<file path="src/ext_pkg.sv">
// ---------------------------------------------------------------------
// External subsystem package
// Bus widths, memory geometry, latencies and the register map
// ---------------------------------------------------------------------
`default_nettype none

package ext_pkg;

  // Bus widths
  localparam int ADDR_W = 32;
  localparam int DATA_W = 32;
  localparam int BE_W   = DATA_W / 8;

  // Slow memory, word index from address bits 11:2
  localparam int MEM_WORDS   = 1024;
  localparam int MEM_IDX_W   = 10;
  localparam int MEM_LATENCY = 2;

  // Memory managers
  localparam int NUM_MGR    = 3;
  localparam int MGR_HOST   = 0;
  localparam int MGR_DMA_RD = 1;
  localparam int MGR_DMA_WR = 2;

  // Power domains
  localparam int NUM_DOMAINS        = 3;
  localparam int SWITCH_ACK_LATENCY = 16;

  // Interrupt lines
  localparam int NUM_INT     = 2;
  localparam int INT_MEMCOPY = 0;
  localparam int INT_PWR_ACK = 1;

  // ------------------------------------------------------------------
  // Register map
  // ------------------------------------------------------------------
  localparam int REG_TGT_W = 1;

  localparam logic [ADDR_W-1:0] MEMCOPY_BASE   = 32'h0000_0000;
  localparam logic [ADDR_W-1:0] INTR_BASE      = 32'h0000_0100;
  localparam logic [ADDR_W-1:0] REG_BLOCK_SPAN = 32'h0000_0100;

  // Memcopy block offsets
  localparam logic [ADDR_W-1:0] REG_SRC  = 32'h0;
  localparam logic [ADDR_W-1:0] REG_DST  = 32'h4;
  localparam logic [ADDR_W-1:0] REG_LEN  = 32'h8;
  localparam logic [ADDR_W-1:0] REG_CTRL = 32'hC;

  // Interrupt block offsets
  localparam logic [ADDR_W-1:0] REG_STATUS = 32'h0;
  localparam logic [ADDR_W-1:0] REG_ENABLE = 32'h4;

  localparam logic [DATA_W-1:0] REG_ERR_DATA = 32'hBADC_AB1E;

endpackage

`default_nettype wire

</file>
<file path="src/power_switch_emu.sv">
// ---------------------------------------------------------------------
// Power switch acknowledge emulation, fixed delay per domain
// ---------------------------------------------------------------------
`timescale 1ns/1ps
`default_nettype none

module power_switch_emu (
  input  wire                                clk_i,
  input  wire                                reset_i,
  input  wire  [ext_pkg::NUM_DOMAINS-1:0]    switch_n_i,
  output logic [ext_pkg::NUM_DOMAINS-1:0]    ack_n_o,
  output logic                               ack_event_o
);
  import ext_pkg::*;

  // One extra stage keeps the previous acknowledge for edge detection
  logic [NUM_DOMAINS-1:0] stage_q [SWITCH_ACK_LATENCY + 1];

  always_ff @(posedge clk_i) begin
    if (reset_i) begin
      for (int i = 0; i <= SWITCH_ACK_LATENCY; i++) begin
        stage_q[i] <= '1;
      end
    end else begin
      stage_q[0] <= switch_n_i;
      for (int i = 1; i <= SWITCH_ACK_LATENCY; i++) begin
        stage_q[i] <= stage_q[i-1];
      end
    end
  end

  assign ack_n_o     = stage_q[SWITCH_ACK_LATENCY-1];
  assign ack_event_o = |(stage_q[SWITCH_ACK_LATENCY] ^ stage_q[SWITCH_ACK_LATENCY-1]);

endmodule

`default_nettype wire

</file>
<file path="config.mk">
export PLATFORM = sky130hd
export DESIGN_NAME = power_switch_emu
export DESIGN_NICKNAME = d
export VERILOG_FILES = /design/src/ext_pkg.sv /design/src/power_switch_emu.sv
export SDC_FILE = /design/constraint.sdc
export NUM_CORES = 1
export LEC_CHECK = 0
export ABC_AREA = 0
export BUFFER_PORTS_ARGS = -buffer_cell sky130_fd_sc_hd__buf_2
export CAP_MARGIN = 30
export CORE_MARGIN = 2
export CORE_UTILIZATION = 37
export DETAILED_ROUTE_END_ITERATION = 10
export GPL_ROUTABILITY_DRIVEN = 0
export HOLD_SLACK_MARGIN = 0.06
export SETUP_SLACK_MARGIN = 0.02
export SLEW_MARGIN = 5
export SYNTH_ARGS = -nofsm -noshare
export SYNTH_HDL_FRONTEND = slang
export SYNTH_SLANG_ARGS = --single-unit
</file>
<file path="constraint.sdc">
create_clock -name clk_i -period 1 [get_ports clk_i]
set_input_delay 0 -clock clk_i [delete_from_list [all_inputs] [get_ports clk_i]]
set_output_delay 0 -clock clk_i [all_outputs]
set_load 0.01 [all_outputs]
</file>
==> impl_metrics.tcl <==
set metrics [dict create \
    yosys.area_share.simple_pct 22.35 \
    num_antenna_cells 0 \
    dr.pass1.iters 2 \
    worstSetupStartpointType "flop" \
    path_clk_slew_ns 0.09 \
    synth_xor_area_share_pct 1.812 \
    numPortBuffers 8 \
    timing.hold.ws_ns 0.3095 \
    clockRootBuffer "clkbuf_8" \
    skew_ns 0.005949 \
    drc_errors 0 \
    fin_crit_sh_pct 100.6 \
    nNetsFinal 129 \
    ios 9 \
    violations "setup timing" \
    dpl_cell_area_sq_um 1471 \
    core_sq_um 3716 \
    cts_sinks 51 \
    fin_cells 173 \
    synth_area_sq_um 1450 \
    max_freq_mhz 993.7 \
    r2r_start "stage_q[0][45]" \
    layout-drive-gt1-share_pct 17.60 \
    die_w_um 66.61 \
    tightest_slew_ns 0.5563 \
    die_area_sq_um 4436 \
    grt-ovfl-total 0 \
    postRouteAntennaNets 0 \
    syn_nets 119 \
    grt_use_total_pct 9.159 \
    die_h_um 66.61 \
    vias 685 \
    yosys_warnings 0 \
    hp-start "reset_i" \
    synthCells 114 \
    cts_buffer_depth 2 \
    ys_seq_area_share_pct 70.41 \
    grt_max_degree 52 \
    synth_compound_area_share_pct 0 \
    rsz0062_at_grt "yes" \
    insertion_delay_ns 0.30 \
    antenna_found_initial 0 \
    path_class "reg2out" \
    synth_area_per_cell_sq_um 12.72 \
    power.leakage_nw 0.5728 \
    reg_top3 "stage_q x51" \
    cp-startpoint "stage_q[0][45]" \
    slew_violations 0 \
    dp_slack_ns 0.2662 \
    num-fill-cells 366 \
    ir_drop_mv 1.206 \
    cap_violations 0 \
    wl_per_cell_um 8.746 \
    yosys_register_bits 51 \
    cts_setup_buffers 0 \
    rows 22 \
    slew_headroom_pct 62.91 \
    drtIter0Drc 29 \
    ys_types 6 \
    htreeDepth 2 \
    stdcell_area_sq_um 1625 \
    cts_tree "done" \
    cts_inserted_buffers 5 \
    hold_viol 0 \
    grt_pass1_vias 670 \
    area_growth_pct 12.08 \
    via_per_inst 3.960 \
    fin_setup_tns_ns -0.006293 \
    cp_data_required_time_ns 1.00 \
    synth_top_family_by_area "simple AND/OR/NAND/NOR gates" \
    regMostFlops "stage_q" \
    fin_ws_ns -0.006293 \
    end_kind "output pin" \
    arrival_ns 1.01 \
    synthAdderAreaFrac_pct 0 \
    wl_um 1513 \
    grt_pass1_wl_um 2753 \
    hold_class "in2reg" \
    start_util_pct 39.02 \
    dp.cells 162 \
    cp_max_fo 3 \
    largest_register_ffs 51 \
    timing.final.crit_period_ns 1.006 \
    outcome "complete, but fails checks" \
    power_density_nw_per_um2 2060 \
    setup_violations 1 \
    synth_mux_area_share_pct 0 \
]
[cells in the mapped netlist]
| cell | n | area, sq um |
|---|---|---|
| nand3_1 | 1 | 5.000 |
| buf_6 | 5 | 56.30 |
| or2_1 | 51 | 319.1 |
| dfxtp_1 | 51 | 1021 |
| xnor2_1 | 3 | 26.28 |
| buf_4 | 3 | 22.52 |
[worst max-delay path, cell delays in order (launching register included)]
cell and delay, ns:
dfxtp_2 0.35, xnor2_2 0.15, nand3_1 0.07, buf_2 0.14
[cell type report]
cell class | count | area, sq um | area share (%)
Clock buffer | 7 | 96.34 | 5.928
Clock inverter | 1 | 7.507 | 0.4619
Multi-Input combinational cell | 55 | 365.4 | 22.48
Sequential cell | 51 | 1026 | 63.13
Tap cell | 48 | 60.06 | 3.695
Timing Repair Buffer | 11 | 70.07 | 4.311
[metal layers]
| metal | wire (um) | GRT usage, % |
|---|---|---|
| met1 | 719 | 8.839 |
| met4 | 57 | 6.888 |
| met5 | 0 | 0 |
| met3 | 110 | 6.588 |
| met2 | 626 | 13.38 |
[what timing repair did]
item,4_1_cts,5_1_grt
pin swaps,4,2
hold buffers,3,0
resized for setup,5,1
hold endpoints to repair,3,0
endpoints found under the setup margin,1,1
[cell families (layout without fill, tap and decap cells)]
| logic type | Yosys count | count (layout) |
|---|---|---|
| simple gates | 52 | 52 |
| flops | 51 | 51 |
| buf+inv | 8 | 19 |
| xor+xnor | 3 | 3 |
[layout by cell type (no fill, tap or decap)]
| master | n |
|---|---|
| xnor2_1 | 1 |
| clkinvlp_4 | 1 |
| buf_2 | 8 |
| dlygate4sd3_1 | 3 |
| xnor2_2 | 2 |
| dfxtp_1 | 47 |
| clkbuf_8 | 7 |
| or2_1 | 51 |
| nand3_1 | 1 |
| dfxtp_2 | 4 |
[metrics by stage]
| stage | power [W] | utilization (%) |
|---|---|---|
| after floorplan | 0.002141 | - |
| after global placement | 0.002135 | 39.60 |
| after detailed placement | 0.002137 | 39.60 |
| after CTS | 0.003395 | 43.54 |
| after global routing | 0.003501 | 43.74 |
| final | 0.003348 | 43.74 |
[worst paths after layout]
kind	depth (start not counted)	slack, ns	end
setup / recovery	3	-0.006	ack_event_o
hold reg to reg	1	0.40	stage_q[0][6]
hold / removal	2	0.31	stage_q[0][45]
setup reg to reg	1	0.32	stage_q[1][0]
[where the power goes]
| part | leakage, nW | switching (W) | internal, W |
|---|---|---|---|
| Sequential | 0.413 | 0.00000308 | 0.00205 |
| Combinational | 0.110 | 0.0000245 | 0.0000212 |
| Clock | 0.0505 | 0.000623 | 0.000629 |
Note: power is estimated with default switching activity, not from simulation.
