[src/ext_pkg.sv]
// ---------------------------------------------------------------------
// External subsystem package
// Bus widths, memory geometry, latencies and the register map
// ---------------------------------------------------------------------
`default_nettype none

package ext_pkg;

  // Bus widths
  localparam int ADDR_W = 32;
  localparam int DATA_W = 32;
  localparam int BE_W   = DATA_W / 8;

  // Slow memory, word index from address bits 11:2
  localparam int MEM_WORDS   = 1024;
  localparam int MEM_IDX_W   = 10;
  localparam int MEM_LATENCY = 2;

  // Memory managers
  localparam int NUM_MGR    = 3;
  localparam int MGR_HOST   = 0;
  localparam int MGR_DMA_RD = 1;
  localparam int MGR_DMA_WR = 2;

  // Power domains
  localparam int NUM_DOMAINS        = 3;
  localparam int SWITCH_ACK_LATENCY = 16;

  // Interrupt lines
  localparam int NUM_INT     = 2;
  localparam int INT_MEMCOPY = 0;
  localparam int INT_PWR_ACK = 1;

  // ------------------------------------------------------------------
  // Register map
  // ------------------------------------------------------------------
  localparam int REG_TGT_W = 1;

  localparam logic [ADDR_W-1:0] MEMCOPY_BASE   = 32'h0000_0000;
  localparam logic [ADDR_W-1:0] INTR_BASE      = 32'h0000_0100;
  localparam logic [ADDR_W-1:0] REG_BLOCK_SPAN = 32'h0000_0100;

  // Memcopy block offsets
  localparam logic [ADDR_W-1:0] REG_SRC  = 32'h0;
  localparam logic [ADDR_W-1:0] REG_DST  = 32'h4;
  localparam logic [ADDR_W-1:0] REG_LEN  = 32'h8;
  localparam logic [ADDR_W-1:0] REG_CTRL = 32'hC;

  // Interrupt block offsets
  localparam logic [ADDR_W-1:0] REG_STATUS = 32'h0;
  localparam logic [ADDR_W-1:0] REG_ENABLE = 32'h4;

  localparam logic [DATA_W-1:0] REG_ERR_DATA = 32'hBADC_AB1E;

endpackage

`default_nettype wire

[src/bus_ifs.sv]
// ---------------------------------------------------------------------
// Memory bus (req/gnt/rvalid) and register bus (valid/ready)
// ---------------------------------------------------------------------
`timescale 1ns/1ps
`default_nettype none


interface reg_bus_if;
  import ext_pkg::*;

  logic              valid;
  logic              write;
  logic [ADDR_W-1:0] addr;
  logic [DATA_W-1:0] wdata;
  logic              ready;
  logic [DATA_W-1:0] rdata;

  modport host (output valid, write, addr, wdata, input ready, rdata);
  modport device (input valid, write, addr, wdata, output ready, rdata);
endinterface

`default_nettype wire

[src/reg_demux.sv]
// ---------------------------------------------------------------------
// Register bus decoder, two register blocks plus error reply
// ---------------------------------------------------------------------
`timescale 1ns/1ps
`default_nettype none

module reg_demux (
  reg_bus_if.device  host,
  reg_bus_if.host    memcopy,
  reg_bus_if.host    intr
);
  import ext_pkg::*;

  logic [ADDR_W-1:0]    mc_off;
  logic [ADDR_W-1:0]    in_off;
  logic                 hit_mc;
  logic                 hit_in;
  logic                 mapped;
  logic [REG_TGT_W-1:0] tgt;

  // Offsets wrap below the base, so one compare covers both bounds
  assign mc_off = host.addr - MEMCOPY_BASE;
  assign in_off = host.addr - INTR_BASE;
  assign hit_mc = (mc_off < REG_BLOCK_SPAN);
  assign hit_in = (in_off < REG_BLOCK_SPAN);
  assign mapped = hit_mc || hit_in;
  assign tgt    = REG_TGT_W'(hit_in);

  assign memcopy.valid = host.valid && mapped && (tgt == '0);
  assign memcopy.write = host.write;
  assign memcopy.addr  = mc_off;
  assign memcopy.wdata = host.wdata;

  assign intr.valid = host.valid && mapped && (tgt != '0);
  assign intr.write = host.write;
  assign intr.addr  = in_off;
  assign intr.wdata = host.wdata;

  // Response mux
  always_comb begin
    if (!mapped) begin
      host.ready = host.valid;
      host.rdata = REG_ERR_DATA;
    end else if (tgt == '0) begin
      host.ready = memcopy.ready;
      host.rdata = memcopy.rdata;
    end else begin
      host.ready = intr.ready;
      host.rdata = intr.rdata;
    end
  end

endmodule

`default_nettype wire

[src/flat_wrapper.sv]
// flat-port wrapper written by rule: the top's interface ports become plain ports
module reg_demux_flat import ext_pkg::*;
  (host_valid, host_write, host_addr, host_wdata, host_ready, host_rdata, memcopy_valid, memcopy_write, memcopy_addr, memcopy_wdata, memcopy_ready, memcopy_rdata, intr_valid, intr_write, intr_addr, intr_wdata, intr_ready, intr_rdata);
  reg_bus_if host_i ();
  reg_bus_if memcopy_i ();
  reg_bus_if intr_i ();
  input wire logic [$bits(host_i.valid)-1:0] host_valid;
  input wire logic [$bits(host_i.write)-1:0] host_write;
  input wire logic [$bits(host_i.addr)-1:0] host_addr;
  input wire logic [$bits(host_i.wdata)-1:0] host_wdata;
  output wire logic [$bits(host_i.ready)-1:0] host_ready;
  output wire logic [$bits(host_i.rdata)-1:0] host_rdata;
  output wire logic [$bits(memcopy_i.valid)-1:0] memcopy_valid;
  output wire logic [$bits(memcopy_i.write)-1:0] memcopy_write;
  output wire logic [$bits(memcopy_i.addr)-1:0] memcopy_addr;
  output wire logic [$bits(memcopy_i.wdata)-1:0] memcopy_wdata;
  input wire logic [$bits(memcopy_i.ready)-1:0] memcopy_ready;
  input wire logic [$bits(memcopy_i.rdata)-1:0] memcopy_rdata;
  output wire logic [$bits(intr_i.valid)-1:0] intr_valid;
  output wire logic [$bits(intr_i.write)-1:0] intr_write;
  output wire logic [$bits(intr_i.addr)-1:0] intr_addr;
  output wire logic [$bits(intr_i.wdata)-1:0] intr_wdata;
  input wire logic [$bits(intr_i.ready)-1:0] intr_ready;
  input wire logic [$bits(intr_i.rdata)-1:0] intr_rdata;
  assign host_i.valid = host_valid;
  assign host_i.write = host_write;
  assign host_i.addr = host_addr;
  assign host_i.wdata = host_wdata;
  assign host_ready = host_i.ready;
  assign host_rdata = host_i.rdata;
  assign memcopy_valid = memcopy_i.valid;
  assign memcopy_write = memcopy_i.write;
  assign memcopy_addr = memcopy_i.addr;
  assign memcopy_wdata = memcopy_i.wdata;
  assign memcopy_i.ready = memcopy_ready;
  assign memcopy_i.rdata = memcopy_rdata;
  assign intr_valid = intr_i.valid;
  assign intr_write = intr_i.write;
  assign intr_addr = intr_i.addr;
  assign intr_wdata = intr_i.wdata;
  assign intr_i.ready = intr_ready;
  assign intr_i.rdata = intr_rdata;
  reg_demux u_core (.host(host_i), .memcopy(memcopy_i), .intr(intr_i));
endmodule
[config.mk]
export PLATFORM = sky130hd
export DESIGN_NAME = reg_demux_flat
export DESIGN_NICKNAME = d
export VERILOG_FILES = /design/src/ext_pkg.sv /design/src/bus_ifs.sv /design/src/reg_demux.sv /design/src/flat_wrapper.sv
export SDC_FILE = /design/constraint.sdc
export NUM_CORES = 1
export LEC_CHECK = 0
export ABC_CLOCK_PERIOD_IN_PS = 2690
export BUFFER_PORTS_ARGS = -buffer_cell sky130_fd_sc_hd__clkbuf_2
export CELL_PAD_IN_SITES_DETAIL_PLACEMENT = 0
export CELL_PAD_IN_SITES_GLOBAL_PLACEMENT = 1
export CORE_MARGIN = 5
export CORE_UTILIZATION = 17
export DETAILED_ROUTE_END_ITERATION = 8
export PLACE_DENSITY_LB_ADDON = 0.1
export SLEW_MARGIN = 30
export SYNTH_ARGS = -nofsm -noshare
export SYNTH_HDL_FRONTEND = slang
export SYNTH_SLANG_ARGS = --single-unit
[constraint.sdc]
create_clock -name vclk -period 2.69
set_input_delay 0.4035 -clock vclk [all_inputs]
set_output_delay 0.4035 -clock vclk [all_outputs]
set_load 0.02 [all_outputs]
==> results.yml <==
critical_path:
  cp_max_fo: 6
  critPathKind: "in2out"
  crit_path_start_kind: "input pin"
  crit_chain: "clkbuf_8 -> or4_4 -> or4_4 -> and2_4 -> nand4_1 -> nor4_4 -> buf_6 -> clkbuf_16 -> a32o_2 -> buf_8"
  cp.arrival_ps: 2740
  cp_slowest_cell: "or4_4"
  path_common_cell: "or4_4"
  endpoint_kind: "primary output"
  crit_buf_inv: 4
  cpPeakStageDelay_ps: 580
  required_ps: 2290
  crit_family: "simple AND/OR/NAND/NOR gates"
layout:
  mostFrequentLayoutCells: "clkbuf_2 (135), buf_4 (62), buf_8 (33), nor2_1 (29), inv_1 (26)"
  drive_gt1_share_pct: 73.17
  areaGrowthSynthToFinish_pct: 86.41
  seq_cells: 0
  n_clock_buffer: 0
  num-fill-cells: 1301
  finalNonFillerCells: 604
  finalNetCount: 572
  layout_commonest_cell: "clkbuf_2"
  register_area_sq_um: 0
  antennaDiodeCount: 0
synth:
  synthXorXnorAreaFrac_pct: 6.647
  synth_compound_area_share_pct: 16.80
  synth_top_family_by_area: "buffers and inverters"
  yosys.area_share.simple_pct: 27.83
  synthTopCellsByArea: "buf_4 (38%), a32o_1 (6.2%), a31oi_1 (5.6%)"
  synthAdderAreaFrac_pct: 1.187
  yosys_warnings: 0
  netlist_instances: 307
  yosysTopAreaCell: "buf_4"
  ys_types: 50
  synth_area_sq_um: 2108
  synth_nets: 441
  yosys.area.top_type_share_pct: 38.46
  synthMuxAreaShare_pct: 1.543
  syn_avg_cell_area_sq_um: 6.867
  yosysSeqAreaShare_pct: 0
grt:
  grt_pass1_vias: 2672
  antenna_found_initial: 0
  grt_overflow: 0
  grt_pass1_wl_mm: 14.97
  grt_max_degree: 34
  track_usage_pct: 12.48
timing:
  whs_ps: 807.0
  layout_setup_ws_ps: -456.4
  fmax_ghz: 0.3178
  worst_pin_slew_ps: 382.1
  finalSetupViolCount: 34
  hold_viol: 0
  final.period_utilization_pct: 117.0
  report.final.slew_viol_count: 0
  fin_crit_ps: 3146
  rsz0062_at_grt: "yes"
  slew_headroom_pct: 74.33
detailed_routing:
  avgRoutedWirePerCell_um: 16.97
  drc_errors: 0
  drt_pass1_iterations: 4
  vias: 2550
  ant_nets: 0
  drt_wl_total_mm: 10.25
  drt_iter0_markers: 79
  via_per_inst: 4.222
place:
  port_buffers: 174
  place_inst: 591
  dp_hpwl_mm: 8.354
  gp_congestion: 0.7542
  pre_cts_ws_ps: -634.3
run:
  cap_viol_max_count: 0
floorplanning:
  die_h_um: 121.4
  ios: 297
  coreArea_sq_um: 12060
  fp-row-count: 40
  start_util_pct: 17.48
  die_area_sq_um: 14730
  fp.dieW_um: 121.4
power:
  powerDensity_nw_per_um2: 99.23
  vdd_drop_max_uv: 50.83
  leakagePower_nw: 1.917
min_path:
  hold_path_class: "in2out"
status:
  status: "finished with violations"
  violations: "negative setup slack"
clock_tree:
  holdBufCountCts: 0
-- power by group --
group	internal (mW)	total (mW)	switching (mW)
Combinational	0.180	0.390	0.210
Sequential	0	0	0
Clock	0	0	0
-- worst paths after layout --
path                           from              to  depth (start not counted)
worst max-delay path  host_addr[10]  host_rdata[17]                         10
worst min-delay path  host_wdata[3]   intr_wdata[3]                          0
-- cell type report --
class	instances	area [sq um]	area share (%)
timing repair buffer	250	1976	50.27
multi-input combinational	158	1633	41.55
tap	168	210.2	5.349
inverter	28	111.4	2.833
-- through the flow --
stage          power, mW  utilization, %  area, sq um  TNS (ps)
5_1_grt           0.4228           32.58         3930    -16440
3_3_place_gp      0.3487           25.17         3035    -17580
6_report          0.3900           32.58         3930    -12750
2_1_floorplan     0.3451               -         2325     -7363
4_1_cts           0.3779           31.23         3767    -15470
3_5_place_dp      0.3473           25.17         3035    -18480
-- cell usage after synthesis, drive strengths merged (2+ instances only) --
library cell / count
clkbuf: 8
ha: 2
and2: 3
inv: 28
nand2: 8
xnor2: 3
a32o: 13
or2: 2
nor3: 7
nor3b: 2
xor2: 13
mux2: 2
o31ai: 2
or3: 4
or4: 5
nor4: 10
nand4: 8
nand3b: 2
nor2: 29
a31oi: 19
or3b: 3
buf: 113
-- cell families after synthesis --
kind of cell / after synthesis
AO/OA/AOI/OAI: 45
XOR/XNOR: 16
adder cells (fa/ha/maj): 2
buffers and inverters: 149
multiplexers: 3
AND/OR/NAND/NOR: 92
-- repair_timing --
| action | 4_1_cts | 5_1_grt |
|---|---|---|
| endpoints found under the setup margin | 34 | 37 |
| pin swaps | 28 | 14 |
| gates cloned | 3 | 3 |
| setup buffers | 7 | 2 |
| resized for setup | 111 | 54 |
-- metal layers --
layer / vias to the layer above / GRT usage [%] / part of all wire [%]
met5: - / 0 / 0
met4: 0 / 2.311 / 1.9
met3: 13 / 3.263 / 8.3
met2: 129 / 20.52 / 48
met1: 1176 / 16.49 / 41
li1: 1232 / - / -
Power figures use the tool's default switching activity.
