**src/ext_pkg.sv**
```systemverilog
// ---------------------------------------------------------------------
// External subsystem package
// Bus widths, memory geometry, latencies and the register map
// ---------------------------------------------------------------------
`default_nettype none

package ext_pkg;

  // Bus widths
  localparam int ADDR_W = 32;
  localparam int DATA_W = 32;
  localparam int BE_W   = DATA_W / 8;

  // Slow memory, word index from address bits 11:2
  localparam int MEM_WORDS   = 1024;
  localparam int MEM_IDX_W   = 10;
  localparam int MEM_LATENCY = 2;

  // Memory managers
  localparam int NUM_MGR    = 3;
  localparam int MGR_HOST   = 0;
  localparam int MGR_DMA_RD = 1;
  localparam int MGR_DMA_WR = 2;

  // Power domains
  localparam int NUM_DOMAINS        = 3;
  localparam int SWITCH_ACK_LATENCY = 16;

  // Interrupt lines
  localparam int NUM_INT     = 2;
  localparam int INT_MEMCOPY = 0;
  localparam int INT_PWR_ACK = 1;

  // ------------------------------------------------------------------
  // Register map
  // ------------------------------------------------------------------
  localparam int REG_TGT_W = 1;

  localparam logic [ADDR_W-1:0] MEMCOPY_BASE   = 32'h0000_0000;
  localparam logic [ADDR_W-1:0] INTR_BASE      = 32'h0000_0100;
  localparam logic [ADDR_W-1:0] REG_BLOCK_SPAN = 32'h0000_0100;

  // Memcopy block offsets
  localparam logic [ADDR_W-1:0] REG_SRC  = 32'h0;
  localparam logic [ADDR_W-1:0] REG_DST  = 32'h4;
  localparam logic [ADDR_W-1:0] REG_LEN  = 32'h8;
  localparam logic [ADDR_W-1:0] REG_CTRL = 32'hC;

  // Interrupt block offsets
  localparam logic [ADDR_W-1:0] REG_STATUS = 32'h0;
  localparam logic [ADDR_W-1:0] REG_ENABLE = 32'h4;

  localparam logic [DATA_W-1:0] REG_ERR_DATA = 32'hBADC_AB1E;

endpackage

`default_nettype wire

```
**src/bus_ifs.sv**
```systemverilog
// ---------------------------------------------------------------------
// Memory bus (req/gnt/rvalid) and register bus (valid/ready)
// ---------------------------------------------------------------------
`timescale 1ns/1ps
`default_nettype none


interface reg_bus_if;
  import ext_pkg::*;

  logic              valid;
  logic              write;
  logic [ADDR_W-1:0] addr;
  logic [DATA_W-1:0] wdata;
  logic              ready;
  logic [DATA_W-1:0] rdata;

  modport host (output valid, write, addr, wdata, input ready, rdata);
  modport device (input valid, write, addr, wdata, output ready, rdata);
endinterface

`default_nettype wire

```
**src/intr_ctrl.sv**
```systemverilog
// ---------------------------------------------------------------------
// Interrupt collector, sticky status and enable mask
// ---------------------------------------------------------------------
`timescale 1ns/1ps
`default_nettype none

module intr_ctrl (
  input  wire                           clk_i,
  input  wire                           reset_i,
  reg_bus_if.device                     regs,
  input  wire                           memcopy_done_i,
  input  wire                           pwr_ack_event_i,
  output logic [ext_pkg::NUM_INT-1:0]   intr_o
);
  import ext_pkg::*;

  logic [NUM_INT-1:0] status_q;
  logic [NUM_INT-1:0] enable_q;
  logic [NUM_INT-1:0] event_v;
  logic [NUM_INT-1:0] clear_v;
  logic               reg_wr;

  always_comb begin
    event_v              = '0;
    event_v[INT_MEMCOPY] = memcopy_done_i;
    event_v[INT_PWR_ACK] = pwr_ack_event_i;
  end

  assign reg_wr  = regs.valid && regs.write;
  assign clear_v = (reg_wr && regs.addr == REG_STATUS) ? regs.wdata[NUM_INT-1:0] : '0;

  // Event beats clear in the same cycle
  always_ff @(posedge clk_i) begin
    if (reset_i) begin
      status_q <= '0;
      enable_q <= '0;
    end else begin
      status_q <= (status_q & ~clear_v) | event_v;
      if (reg_wr && regs.addr == REG_ENABLE) begin
        enable_q <= regs.wdata[NUM_INT-1:0];
      end
    end
  end

  assign intr_o     = status_q & enable_q;
  assign regs.ready = regs.valid;

  always_comb begin
    case (regs.addr)
      REG_STATUS: regs.rdata = DATA_W'(status_q);
      REG_ENABLE: regs.rdata = DATA_W'(enable_q);
      default:    regs.rdata = '0;
    endcase
  end

endmodule

`default_nettype wire

```
**src/flat_wrapper.sv**
```systemverilog
// flat-port wrapper written by rule: the top's interface ports become plain ports
module intr_ctrl_flat import ext_pkg::*;
  (clk_i, reset_i, memcopy_done_i, pwr_ack_event_i, intr_o, regs_valid, regs_write, regs_addr, regs_wdata, regs_ready, regs_rdata);
  reg_bus_if regs_i ();
  input  wire clk_i;
  input  wire reset_i;
  input  wire memcopy_done_i;
  input  wire pwr_ack_event_i;
  output logic [ext_pkg::NUM_INT-1:0] intr_o;
  input wire logic [$bits(regs_i.valid)-1:0] regs_valid;
  input wire logic [$bits(regs_i.write)-1:0] regs_write;
  input wire logic [$bits(regs_i.addr)-1:0] regs_addr;
  input wire logic [$bits(regs_i.wdata)-1:0] regs_wdata;
  output wire logic [$bits(regs_i.ready)-1:0] regs_ready;
  output wire logic [$bits(regs_i.rdata)-1:0] regs_rdata;
  assign regs_i.valid = regs_valid;
  assign regs_i.write = regs_write;
  assign regs_i.addr = regs_addr;
  assign regs_i.wdata = regs_wdata;
  assign regs_ready = regs_i.ready;
  assign regs_rdata = regs_i.rdata;
  intr_ctrl u_core (.clk_i(clk_i), .reset_i(reset_i), .regs(regs_i), .memcopy_done_i(memcopy_done_i), .pwr_ack_event_i(pwr_ack_event_i), .intr_o(intr_o));
endmodule
```
**config.mk**
```make
export PLATFORM = sky130hd
export DESIGN_NAME = intr_ctrl_flat
export DESIGN_NICKNAME = d
export VERILOG_FILES = /design/src/ext_pkg.sv /design/src/bus_ifs.sv /design/src/intr_ctrl.sv /design/src/flat_wrapper.sv
export SDC_FILE = /design/constraint.sdc
export NUM_CORES = 1
export LEC_CHECK = 0
export BUFFER_PORTS_ARGS = -buffer_cell sky130_fd_sc_hd__buf_4
export CAP_MARGIN = 0
export CORE_MARGIN = 2
export CORE_UTILIZATION = 25
export CTS_CLUSTER_SIZE = 16
export DETAILED_ROUTE_END_ITERATION = 10
export PLACE_DENSITY = 0.79
export SLEW_MARGIN = 20
export SYNTH_ARGS = -nofsm -noshare
export SYNTH_HDL_FRONTEND = slang
export SYNTH_SLANG_ARGS = --single-unit
```
**constraint.sdc**
```tcl
create_clock -name clk_i -period 1.8 [get_ports clk_i]
set_clock_uncertainty 0.1 [all_clocks]
set_input_delay 0.36 -clock clk_i [delete_from_list [all_inputs] [get_ports clk_i]]
set_output_delay 0.36 -clock clk_i [all_outputs]
set_load 0.02 [all_outputs]
```
==> key figures <==
Worst setup path
  • Worst Path Required: 1.34 ns
  • Kind of critical path: primary input to primary output
  • R2r worst-path depth: 2
  • CP max stage delay: 0.28 ns
  • Crit-path slowest cell: nor4_4
  • Worst-path cell chain: buf_6 -> nor4_4 -> nand4_2 -> or2_1 -> nor2_1 -> buf_4
  • Crit path launch type: primary input
  • Cell family with most CP delay: simple AND/OR/NAND/NOR gates
  • CP Capture Type: primary output
  • CP max FO: 2
  • WP buf/inv: 2
  • CP Depth: 6
  • WP data arrival: 1.40 ns

Synth
  • Area contributors post-synth: buf_4 42%, dfxtp_1 15%, nor4_1 7.9%, mux2i_1 7.3%, nand2b_1 4.5%
  • Syn_area_per_cell: 8.00 um^2
  • YS warnings: 0
  • Post-synth top cells: 31 x buf_4, 7 x nor4_1, 4 x dfxtp_1, 4 x mux2i_1, 4 x nand2b_1
  • Sequential area share after synthesis: 14.5%
  • Asr flop ratio synth: 0%
  • Count leader, synth: buf_4
  • Synth Area in Simple Gates: 28.3%
  • Synth Area in XOR/XNOR: 0%
  • Top cell type's share of synthesized area: 42.2%
  • Synth cell types: 18
  • Post-synth EDFFs: 0
  • Mux cell area share after synthesis: 7.26%
  • Synthesized cell area: 552 um^2
  • Post-synth top area cell: buf_4
  • Complex-gate fraction of the synthesized area: 4.99%
  • Largest family of logic cells by synthesized area: buffers and inverters
  • Syn Inst Count: 69
  • Number of synthesized register bits: 4
  • Top_reg_cell synth: dfxtp_1
  • Adder-cell share of the synthesized area: 0%

Placed design
  • Routability Congestion: 0.713
  • Placed Cells: 142
  • Dpl cell area: 816 um^2
  • Post-DP HPWL: 1390 um
  • Number of I/O port buffers: 44

Detailed routing
  • DRC viols: 0
  • Via count: 589
  • Top layer in use: met4
  • ANT nets after route: 0
  • WL/cell: 11.9 um
  • Metal2 WL: 934 um
  • Met1 wire length: 538 um
  • Starting DRT DRC Count: 1
  • Metal3 WL: 242 um
  • Initial DRT Pass Iterations: 2
  • Final WL: 1740 um
  • Vias per cell: 4.03

Cells and area
  • Area delta synth->final: 78.0%
  • Fin area: 982 um^2
  • Fin cells: 146
  • Inserted Diodes: 0
  • Fill cells: 199
  • Share of layout cells above drive strength 1: 51.7%
  • NumNets Final: 190

Clock network
  • Total clock buffers created by CTS: 3
  • CTS H-Tree Depth: 1
  • CTS sink count: 4
  • Later-pin clock latency in the skew report: 0.23 ns
  • Hold-fix buffers, CTS: 0
  • Clock buffer depth: 2
  • Worst-path clk slew: 0.03 ns
  • CTS tree: built
  • Clk root buf: clkbuf_4

Timing
  • Final-report setup violation count: 2
  • Sum Neg Setup Slack: -0.112 ns
  • Tmin final: 1.86 ns
  • Worst hold margin: 0.219 ns
  • Max Freq: 536 MHz
  • Final worst-path cycle share: 104%
  • RSZ-0062 raised after global routing: yes
  • Fin. max-slew vios: 0
  • Hold Vio Cnt, Final: 0
  • Worst setup margin: -0.0642 ns

Global routing
  • First-pass GRT wire length: 2750 um
  • Tot GR Track Use: 14.6%
  • Largest net degree at the start of global routing: 7
  • Initial antenna violation count: 0
  • Global route total overflow: 0
  • Vias in the first global route: 620

Power and ir drop
  • Seq pwr share: 24.8%
  • Peak supply drop: 0.477 mV
  • Pleak: 0.481 nW
  • PD cells: 391 nW/um^2
  • Internal Power: 0.000245 W
  • Combinational Power Share: 46.4%
  • Psw: 0.000139 W
  • Post-layout total power: 0.000384 W
  • Sw Share: 36.2%
  • Clk pwr share: 28.8%

Min path
  • HP Class: primary input to flip-flop
  • Hold path depth: 2

Floorplan
  • Core area: 2150 um^2
  • Initial Util: 25.7%
  • Die width: 51.0 um
  • Num ports: 105
  • Die Y: 51.0 um
  • Die Footprint: 2600 um^2
  • Number of core rows: 17

Run status
  • Status: complete, but fails checks
  • Failing checks: negative setup slack

Job
  • Max Cap Viol: 0
[worst paths after layout]
kind,start,slack [ns],end
worst min register to register,u_core.enable_q[0],0.39,u_core.enable_q[0]
worst max-delay path,regs_addr[29],-0.06,regs_rdata[0]
worst max register to register,u_core.status_q[1],1.05,u_core.status_q[1]
worst min-delay path,regs_wdata[0],0.22,u_core.status_q[0]
[cell families (layout without fill, tap and decap cells)]
family | Yosys count | after routing
compound gates | 4 | 4
flops | 4 | 4
simple gates | 22 | 22
buf+inv | 34 | 54
mux | 4 | 4
other cells | 1 | 30
[stage by stage]
step / util [%] / setup WS (ns)
after global placement: 38.0 / -0.111
after floorplan: - / -0.0628
after CTS: 44.3 / -0.0598
final: 45.7 / -0.0642
after detailed placement: 38.0 / -0.168
after global routing: 45.7 / -0.122
[power by group through the flow]
stage               logic (W)  registers [W]  clock network [W]
floorplan            0.000123      0.0000952                  0
global placement     0.000142      0.0000962                  0
detailed placement   0.000146      0.0000965                  0
CTS                  0.000170      0.0000951           0.000116
global route         0.000190      0.0000956           0.000124
finish               0.000178      0.0000951           0.000111
[worst reg2reg max path: stages (launching register included)]
cell and delay [ns]:
dfxtp_1 0.36, o21bai_1 0.09, a31oi_1 0.12
[cells in the final DEF (no fill, tap or decap), drive strengths merged]
cell type,Yosys,layout
nand4,2,2
nand2b,4,4
nor2,2,2
inv,3,3
mux2i,4,4
nand2,1,1
and2,2,2
conb,1,30
clkbuf,0,3
buf,31,48
dfxtp,4,4
nor3,1,1
nor4,9,9
o21bai,2,2
or2,1,1
a31oi,2,2
[what timing repair did]
action                     CTS  global route
gates cloned                 0             0
buffers inserted             1             0
setup endpoints to repair    2             5
pin swaps                   10             1
resized for setup           18             6
[state kept, by name, indices dropped and copies added, names as in the netlist]
| name | cells |
|---|---|
| u_core.enable_q | 2 |
| u_core.status_q | 2 |
[routing by layer]
layer / up-vias / GRT usage (%)
met3: 2 / 6.73
met1: 264 / 12.0
met5: - / 0
met2: 49 / 29.9
met4: 0 / 4.50
li1: 274 / -
[final cells by class]
type | instances | area (um^2) | area share, %
clock buffers | 3 | 22.5 | 2.29
repair buffers | 48 | 402 | 40.9
multi-input cells | 60 | 432 | 43.9
well taps | 28 | 35.0 | 3.57
inverters | 3 | 11.3 | 1.15
flip-flops and latches | 4 | 80.1 | 8.15
No activity file was read; power rests on OpenSTA's default activity.
