--- config.mk ---
export PLATFORM = sky130hd
export DESIGN_NAME = memcopy_dma_flat
export DESIGN_NICKNAME = d
export VERILOG_FILES = /design/src/ext_pkg.sv /design/src/bus_ifs.sv /design/src/memcopy_dma.sv /design/src/flat_wrapper.sv
export SDC_FILE = /design/constraint.sdc
export NUM_CORES = 1
export LEC_CHECK = 0
export CELL_PAD_IN_SITES_DETAIL_PLACEMENT = 0
export CELL_PAD_IN_SITES_GLOBAL_PLACEMENT = 1
export CORE_ASPECT_RATIO = 2
export CORE_MARGIN = 1
export CORE_UTILIZATION = 52
export CTS_CLUSTER_DIAMETER = 150
export DETAILED_ROUTE_END_ITERATION = 16
export DONT_BUFFER_PORTS = 1
export GPL_ROUTABILITY_DRIVEN = 0
export PLACE_DENSITY = 0.81
export SYNTH_ARGS = -nofsm -noshare
export SYNTH_HDL_FRONTEND = slang
export SYNTH_SLANG_ARGS = --single-unit
--- constraint.sdc ---
create_clock -name clk_i -period 13.4 [get_ports clk_i]
set_input_delay 0 -clock clk_i [delete_from_list [all_inputs] [get_ports clk_i]]
set_output_delay 0 -clock clk_i [all_outputs]
set_load 0.01 [all_outputs]
--- src/ext_pkg.sv ---
// ---------------------------------------------------------------------
// External subsystem package
// Bus widths, memory geometry, latencies and the register map
// ---------------------------------------------------------------------
`default_nettype none

package ext_pkg;

  // Bus widths
  localparam int ADDR_W = 32;
  localparam int DATA_W = 32;
  localparam int BE_W   = DATA_W / 8;

  // Slow memory, word index from address bits 11:2
  localparam int MEM_WORDS   = 1024;
  localparam int MEM_IDX_W   = 10;
  localparam int MEM_LATENCY = 2;

  // Memory managers
  localparam int NUM_MGR    = 3;
  localparam int MGR_HOST   = 0;
  localparam int MGR_DMA_RD = 1;
  localparam int MGR_DMA_WR = 2;

  // Power domains
  localparam int NUM_DOMAINS        = 3;
  localparam int SWITCH_ACK_LATENCY = 16;

  // Interrupt lines
  localparam int NUM_INT     = 2;
  localparam int INT_MEMCOPY = 0;
  localparam int INT_PWR_ACK = 1;

  // ------------------------------------------------------------------
  // Register map
  // ------------------------------------------------------------------
  localparam int REG_TGT_W = 1;

  localparam logic [ADDR_W-1:0] MEMCOPY_BASE   = 32'h0000_0000;
  localparam logic [ADDR_W-1:0] INTR_BASE      = 32'h0000_0100;
  localparam logic [ADDR_W-1:0] REG_BLOCK_SPAN = 32'h0000_0100;

  // Memcopy block offsets
  localparam logic [ADDR_W-1:0] REG_SRC  = 32'h0;
  localparam logic [ADDR_W-1:0] REG_DST  = 32'h4;
  localparam logic [ADDR_W-1:0] REG_LEN  = 32'h8;
  localparam logic [ADDR_W-1:0] REG_CTRL = 32'hC;

  // Interrupt block offsets
  localparam logic [ADDR_W-1:0] REG_STATUS = 32'h0;
  localparam logic [ADDR_W-1:0] REG_ENABLE = 32'h4;

  localparam logic [DATA_W-1:0] REG_ERR_DATA = 32'hBADC_AB1E;

endpackage

`default_nettype wire

--- src/bus_ifs.sv ---
// ---------------------------------------------------------------------
// Memory bus (req/gnt/rvalid) and register bus (valid/ready)
// ---------------------------------------------------------------------
`timescale 1ns/1ps
`default_nettype none

interface mem_bus_if;
  import ext_pkg::*;

  logic              req;
  logic              we;
  logic [BE_W-1:0]   be;
  logic [ADDR_W-1:0] addr;
  logic [DATA_W-1:0] wdata;
  logic              gnt;
  logic              rvalid;
  logic [DATA_W-1:0] rdata;

  modport manager (output req, we, be, addr, wdata, input gnt, rvalid, rdata);
  modport subordinate (input req, we, be, addr, wdata, output gnt, rvalid, rdata);
endinterface

interface reg_bus_if;
  import ext_pkg::*;

  logic              valid;
  logic              write;
  logic [ADDR_W-1:0] addr;
  logic [DATA_W-1:0] wdata;
  logic              ready;
  logic [DATA_W-1:0] rdata;

  modport host (output valid, write, addr, wdata, input ready, rdata);
  modport device (input valid, write, addr, wdata, output ready, rdata);
endinterface

`default_nettype wire

--- src/memcopy_dma.sv ---
// ---------------------------------------------------------------------
// Memcopy engine, register programmed, one word read then written
// ---------------------------------------------------------------------
`timescale 1ns/1ps
`default_nettype none

module memcopy_dma (
  input  wire         clk_i,
  input  wire         reset_i,
  reg_bus_if.device   regs,
  mem_bus_if.manager  rd,
  mem_bus_if.manager  wr,
  output logic        done_o
);
  import ext_pkg::*;

  typedef enum logic [2:0] {
    ST_IDLE,
    ST_RD_REQ,
    ST_RD_WAIT,
    ST_WR_REQ,
    ST_WR_WAIT
  } state_t;

  state_t            state_q;
  logic [ADDR_W-1:0] src_q;
  logic [ADDR_W-1:0] dst_q;
  logic [DATA_W-1:0] len_q;
  logic [ADDR_W-1:0] cur_src_q;
  logic [ADDR_W-1:0] cur_dst_q;
  logic [DATA_W-1:0] remain_q;
  logic [DATA_W-1:0] word_q;
  logic              busy;
  logic              reg_wr;
  logic              start;

  assign busy   = (state_q != ST_IDLE);
  assign reg_wr = regs.valid && regs.write;
  assign start  = reg_wr && (regs.addr == REG_CTRL) && regs.wdata[0] && !busy;

  // ------------------------------------------------------------------
  // Register file
  // ------------------------------------------------------------------
  assign regs.ready = regs.valid;

  always_comb begin
    case (regs.addr)
      REG_SRC:  regs.rdata = src_q;
      REG_DST:  regs.rdata = dst_q;
      REG_LEN:  regs.rdata = len_q;
      REG_CTRL: regs.rdata = {{(DATA_W-1){1'b0}}, busy};
      default:  regs.rdata = '0;
    endcase
  end

  always_ff @(posedge clk_i) begin
    if (reset_i) begin
      src_q <= '0;
      dst_q <= '0;
      len_q <= '0;
    end else if (reg_wr) begin
      if (regs.addr == REG_SRC) src_q <= regs.wdata;
      if (regs.addr == REG_DST) dst_q <= regs.wdata;
      if (regs.addr == REG_LEN) len_q <= regs.wdata;
    end
  end

  // ------------------------------------------------------------------
  // Copy FSM
  // ------------------------------------------------------------------
  always_ff @(posedge clk_i) begin
    if (reset_i) begin
      state_q <= ST_IDLE;
      done_o  <= 1'b0;
    end else begin
      done_o <= 1'b0;
      case (state_q)
        ST_IDLE: begin
          if (start && len_q == '0) begin
            done_o <= 1'b1;
          end else if (start) begin
            state_q <= ST_RD_REQ;
          end
        end
        ST_RD_REQ:  if (rd.gnt) state_q <= ST_RD_WAIT;
        ST_RD_WAIT: if (rd.rvalid) state_q <= ST_WR_REQ;
        ST_WR_REQ:  if (wr.gnt) state_q <= ST_WR_WAIT;
        ST_WR_WAIT: begin
          if (wr.rvalid) begin
            // Last word written
            if (remain_q == DATA_W'(1)) begin
              state_q <= ST_IDLE;
              done_o  <= 1'b1;
            end else begin
              state_q <= ST_RD_REQ;
            end
          end
        end
        default: state_q <= ST_IDLE;
      endcase
    end
  end

  // Working pointers and the word in flight
  always_ff @(posedge clk_i) begin
    if (start) begin
      cur_src_q <= src_q;
      cur_dst_q <= dst_q;
      remain_q  <= len_q;
    end else if (state_q == ST_WR_WAIT && wr.rvalid) begin
      cur_src_q <= cur_src_q + ADDR_W'(4);
      cur_dst_q <= cur_dst_q + ADDR_W'(4);
      remain_q  <= remain_q - DATA_W'(1);
    end
    if (state_q == ST_RD_WAIT && rd.rvalid) begin
      word_q <= rd.rdata;
    end
  end

  assign rd.req   = (state_q == ST_RD_REQ);
  assign rd.we    = 1'b0;
  assign rd.be    = '1;
  assign rd.addr  = cur_src_q;
  assign rd.wdata = '0;

  assign wr.req   = (state_q == ST_WR_REQ);
  assign wr.we    = 1'b1;
  assign wr.be    = '1;
  assign wr.addr  = cur_dst_q;
  assign wr.wdata = word_q;

endmodule

`default_nettype wire

--- src/flat_wrapper.sv ---
// flat-port wrapper written by rule: the top's interface ports become plain ports
module memcopy_dma_flat import ext_pkg::*;
  (clk_i, reset_i, done_o, regs_valid, regs_write, regs_addr, regs_wdata, regs_ready, regs_rdata, rd_req, rd_we, rd_be, rd_addr, rd_wdata, rd_gnt, rd_rvalid, rd_rdata, wr_req, wr_we, wr_be, wr_addr, wr_wdata, wr_gnt, wr_rvalid, wr_rdata);
  reg_bus_if regs_i ();
  mem_bus_if rd_i ();
  mem_bus_if wr_i ();
  input  wire clk_i;
  input  wire reset_i;
  output logic done_o;
  input wire logic [$bits(regs_i.valid)-1:0] regs_valid;
  input wire logic [$bits(regs_i.write)-1:0] regs_write;
  input wire logic [$bits(regs_i.addr)-1:0] regs_addr;
  input wire logic [$bits(regs_i.wdata)-1:0] regs_wdata;
  output wire logic [$bits(regs_i.ready)-1:0] regs_ready;
  output wire logic [$bits(regs_i.rdata)-1:0] regs_rdata;
  output wire logic [$bits(rd_i.req)-1:0] rd_req;
  output wire logic [$bits(rd_i.we)-1:0] rd_we;
  output wire logic [$bits(rd_i.be)-1:0] rd_be;
  output wire logic [$bits(rd_i.addr)-1:0] rd_addr;
  output wire logic [$bits(rd_i.wdata)-1:0] rd_wdata;
  input wire logic [$bits(rd_i.gnt)-1:0] rd_gnt;
  input wire logic [$bits(rd_i.rvalid)-1:0] rd_rvalid;
  input wire logic [$bits(rd_i.rdata)-1:0] rd_rdata;
  output wire logic [$bits(wr_i.req)-1:0] wr_req;
  output wire logic [$bits(wr_i.we)-1:0] wr_we;
  output wire logic [$bits(wr_i.be)-1:0] wr_be;
  output wire logic [$bits(wr_i.addr)-1:0] wr_addr;
  output wire logic [$bits(wr_i.wdata)-1:0] wr_wdata;
  input wire logic [$bits(wr_i.gnt)-1:0] wr_gnt;
  input wire logic [$bits(wr_i.rvalid)-1:0] wr_rvalid;
  input wire logic [$bits(wr_i.rdata)-1:0] wr_rdata;
  assign regs_i.valid = regs_valid;
  assign regs_i.write = regs_write;
  assign regs_i.addr = regs_addr;
  assign regs_i.wdata = regs_wdata;
  assign regs_ready = regs_i.ready;
  assign regs_rdata = regs_i.rdata;
  assign rd_req = rd_i.req;
  assign rd_we = rd_i.we;
  assign rd_be = rd_i.be;
  assign rd_addr = rd_i.addr;
  assign rd_wdata = rd_i.wdata;
  assign rd_i.gnt = rd_gnt;
  assign rd_i.rvalid = rd_rvalid;
  assign rd_i.rdata = rd_rdata;
  assign wr_req = wr_i.req;
  assign wr_we = wr_i.we;
  assign wr_be = wr_i.be;
  assign wr_addr = wr_i.addr;
  assign wr_wdata = wr_i.wdata;
  assign wr_i.gnt = wr_gnt;
  assign wr_i.rvalid = wr_rvalid;
  assign wr_i.rdata = wr_rdata;
  memcopy_dma u_core (.clk_i(clk_i), .reset_i(reset_i), .regs(regs_i), .rd(rd_i), .wr(wr_i), .done_o(done_o));
endmodule
==> summary.txt <==
Clock tree
  – Clock transition at path regs: 0.07 ns
  – H-tree depth: 1
  – TritonCTS Buffers: 20
  – Clock sink count: 228
  – Post CTS Setup Buffer Count: 0
  – Hold_buf cts: 73
  – CTS Buffer Depth: 3
  – Clock Latency Late Sink: 0.52 ns
  – CTS tree: yes
  – Root Driver: clkbuf_16
  – Post-cts repair resize count: 0

Synthesis
  – Ys flop type: edfxtp_1
  – Synthesized instance count: 1120
  – Async S/R FF share, synth: 0
  – Synth Warn #: 0
  – Post-synth EDFFs: 128
  – Mapped Area: 11100 µm²
  – Synthesized area per cell: 9.92 µm²
  – Yosys cell types: 41
  – Post-synthesis sequential element count: 228
  – Part of the Yosys area used for sequential elements: 0.526

GRT
  – Initial antenna violation count: 0
  – Total global-route track usage: 0.269
  – First-pass GRT wire length: 46.0 mm
  – Pin count of the biggest net entering global routing: 102
  – Gr ovfl total: 0
  – Vias in the first global route: 8327

Routing
  – Pre-antenna DRT Iters: 7
  – DRT iter0 DRCs: 566
  – DRC: 0
  – Routed Antenna Nets: 0
  – Final wirelength: 29.9 mm
  – Via count: 8375
  – WL/cell: 20.7 µm
  – Vias per std cell: 5.79

Placed design
  – Buffers on Ports: 0
  – HPWL after detailed placement: 20.4 mm
  – Placed cell area: 11100 µm²

Worst hold path
  – Hold Crit Class: primary input to output port
  – Hold_sp: regs_valid

Cells and area
  – Proportion of layout cells with a drive suffix above 1: 0.0501
  – FF/Latch Area: 5850 µm²
  – Multi-input logic area: 4680 µm²
  – Inserted Diodes: 0
  – Fin area: 12500 µm²
  – Area Growth Syn to Fin: 12.3%
  – Filler cells: 1860
  – Nets: 1304

Critical path
  – Crit path largest cell delay: 0.72 ns
  – Worst endpoint required time: 13.73 ns
  – Crit Path Category: flip-flop to flip-flop
  – Arrival @ worst endpoint: 4.06 ns
  – Worst-path maximum fanout: 98
  – CP top delay family: buffers and inverters
  – Critical Path Stages: 8
  – Reg2reg end: u_core.wr.addr[17]
  – Most frequent CP cell: buf_4
  – Crit path buf inv count: 3
  – Reg2Reg Setup Slack: 9.67 ns
  – Worst Setup EP: u_core.wr.addr[17]
  – Crit-path slowest cell: buf_4
  – Critical path origin: u_core.state_q[0]
  – Worst R2R Path Depth: 8
  – Crit. End Element: flip-flop
  – Worst path cell trace: nor3_1, nand4_1, or4_1, buf_4, inv_4, buf_4, nand2_1, o21ai_0
  – RR Startpoint: u_core.state_q[0]
  – CP startpoint kind: flip-flop

STA
  – Max Freq: 268 MHz
  – Hold Vio Cnt, Final: 0
  – Setup Skew: 0.0240 ns
  – RSZ-0062 raised after global routing: false
  – Final Max Tran Viols: 0
  – Final setup vio count: 0
  – Tmin final: 3.73 ns
  – Fin crit share: 0.279
  – Max_slew headroom: 0.189
  – Actual slew at the worst max-slew pin: 1.20 ns
  – Final setup TNS: 0 ns

Status
  – Outcome: complete, no violations

Job
  – # Max-Cap Violations: 0

Power and ir drop
  – Leak: 4.29 nW
  – Max IR drop VDD: 83.5 µV
  – PwrDens: 107 nW/µm²

Floorplan
  – Ports: 310
  – Die area: 22000 µm²
  – Placeable Area: 20900 µm²
  – Chip Width: 105 µm
  – Die height: 209 µm
  – Starting Density: 0.531
  – Cell Rows: 75
==> synthesized netlist by cell type, drive strengths merged, types with 2 or more instances <==
cell      n  area share
nand2   171       0.058
edfxtp  128        0.35
dfxtp   100        0.18
nor2     94       0.032
o21ai    81       0.036
buf      66       0.043
mux2i    64       0.058
a21oi    46       0.021
xor2     46       0.036
inv      40       0.014
xnor2    39       0.031
clkbuf   38       0.013
nand3    33       0.015
nor4     33       0.024
a222oi   31       0.028
nor3     27       0.012
nand4    25       0.015
and3      9      0.0051
or4       7      0.0047
and2      6      0.0034
and4      6      0.0047
ha        4      0.0045
nor2b     4      0.0023
nand4b    3      0.0024
nor3b     3      0.0020
or3       3      0.0017
a22oi     2      0.0014
conb      2     0.00068
nor4b     2      0.0016
o21a      2      0.0014
==> cell families (layout without fill, tap and decap cells) <==
family | count (synthesis) | in the layout | share of synthesized area
AO/OA/AOI/OAI | 165 | 165 | 0.0903
XOR/XNOR | 85 | 85 | 0.0670
other | 2 | 42 | 0.000676
AND/OR/NAND/NOR | 428 | 428 | 0.184
buffers and inverters | 144 | 162 | 0.0693
adder cells (fa/ha/maj) | 4 | 4 | 0.00451
multiplexers | 64 | 64 | 0.0577
flip-flops | 228 | 228 | 0.526
==> per-layer routing <==
layer / share of wire / track usage / up-vias / wire length [µm]
met1: 0.38 / 0.309 / 3960 / 11400
met2: 0.53 / 0.490 / 361 / 15800
met3: 0.061 / 0.0387 / 47 / 1810
met5: 0 / 0 / - / 0
met4: 0.033 / 0.115 / 0 / 990
li1: - / - / 4007 / -
==> power by group <==
part	switching (mW)	internal (mW)	total, mW	leakage, nW
Sequential	0.00000962	0.732	0.732	1.88
Combinational	0.0185	0.0163	0.0348	2.11
Clock	0.260	0.308	0.569	0.301
Total	0.279	1.06	1.34	4.29
==> sequential cells by signal (all words and copies together), names as in the netlist <==
register / flops
u_core.len_q: 32
u_core.rd.addr: 32
u_core.done_o: 1
u_core.dst_q: 32
u_core.remain_q: 32
u_core.state_q: 3
u_core.wr.addr: 32
u_core.wr.wdata: 32
u_core.src_q: 32
==> how the worst min path moves through the flow <==
stage,endpoint,slack [ns],cells after the start
after CTS,regs_ready,0.0002,0
final,regs_ready,0.0002,0
after global routing,regs_ready,0.0002,0
after floorplan,regs_ready,0.09,1
after detailed placement,regs_ready,0.0002,0
after global placement,regs_ready,0.0002,0
==> cell usage in the layout, fill, tap and decap left out, types with 8 or more instances in the layout <==
| master | instances |
|---|---|
| nor3_1 | 23 |
| a21oi_1 | 46 |
| mux2i_1 | 64 |
| nand2_1 | 171 |
| o21ai_1 | 33 |
| xnor2_1 | 39 |
| nor4_2 | 10 |
| nand4_1 | 24 |
| nand3_1 | 33 |
| clkbuf_1 | 8 |
| o21ai_0 | 48 |
| dlygate4sd3_1 | 72 |
| and3_1 | 9 |
| xor2_1 | 46 |
| dfxtp_1 | 100 |
| nor2_1 | 94 |
| inv_1 | 39 |
| edfxtp_1 | 128 |
| buf_4 | 13 |
| clkbuf_16 | 21 |
| a222oi_1 | 31 |
| conb_1 | 42 |
| nor4_1 | 22 |
==> area by class of cell <==
type | instances | share of cell area
Clock inverter | 7 | 0.00461
Tap cell | 269 | 0.0270
Multi-Input combinational cell | 788 | 0.375
Inverter | 40 | 0.0122
Timing Repair Buffer | 86 | 0.0678
Clock buffer | 29 | 0.0445
Sequential cell | 228 | 0.468
==> metrics by stage <==
step | hold WS (ns) | util | std cells | total power [mW] | setup WS [ns]
after detailed placement | 0.000221 | 0.531 | 1338 | 0.756 | 9.70
after floorplan | 0.0918 | - | 1160 | 0.769 | 5.29
after global placement | 0.000222 | 0.531 | 1338 | 0.756 | 9.74
after global routing | 0.000164 | 0.596 | 1447 | 1.37 | 9.38
after CTS | 0.000221 | 0.596 | 1447 | 1.34 | 9.68
final | 0.000177 | 0.596 | 1447 | 1.34 | 9.67
No activity file was read; power rests on OpenSTA's default activity.
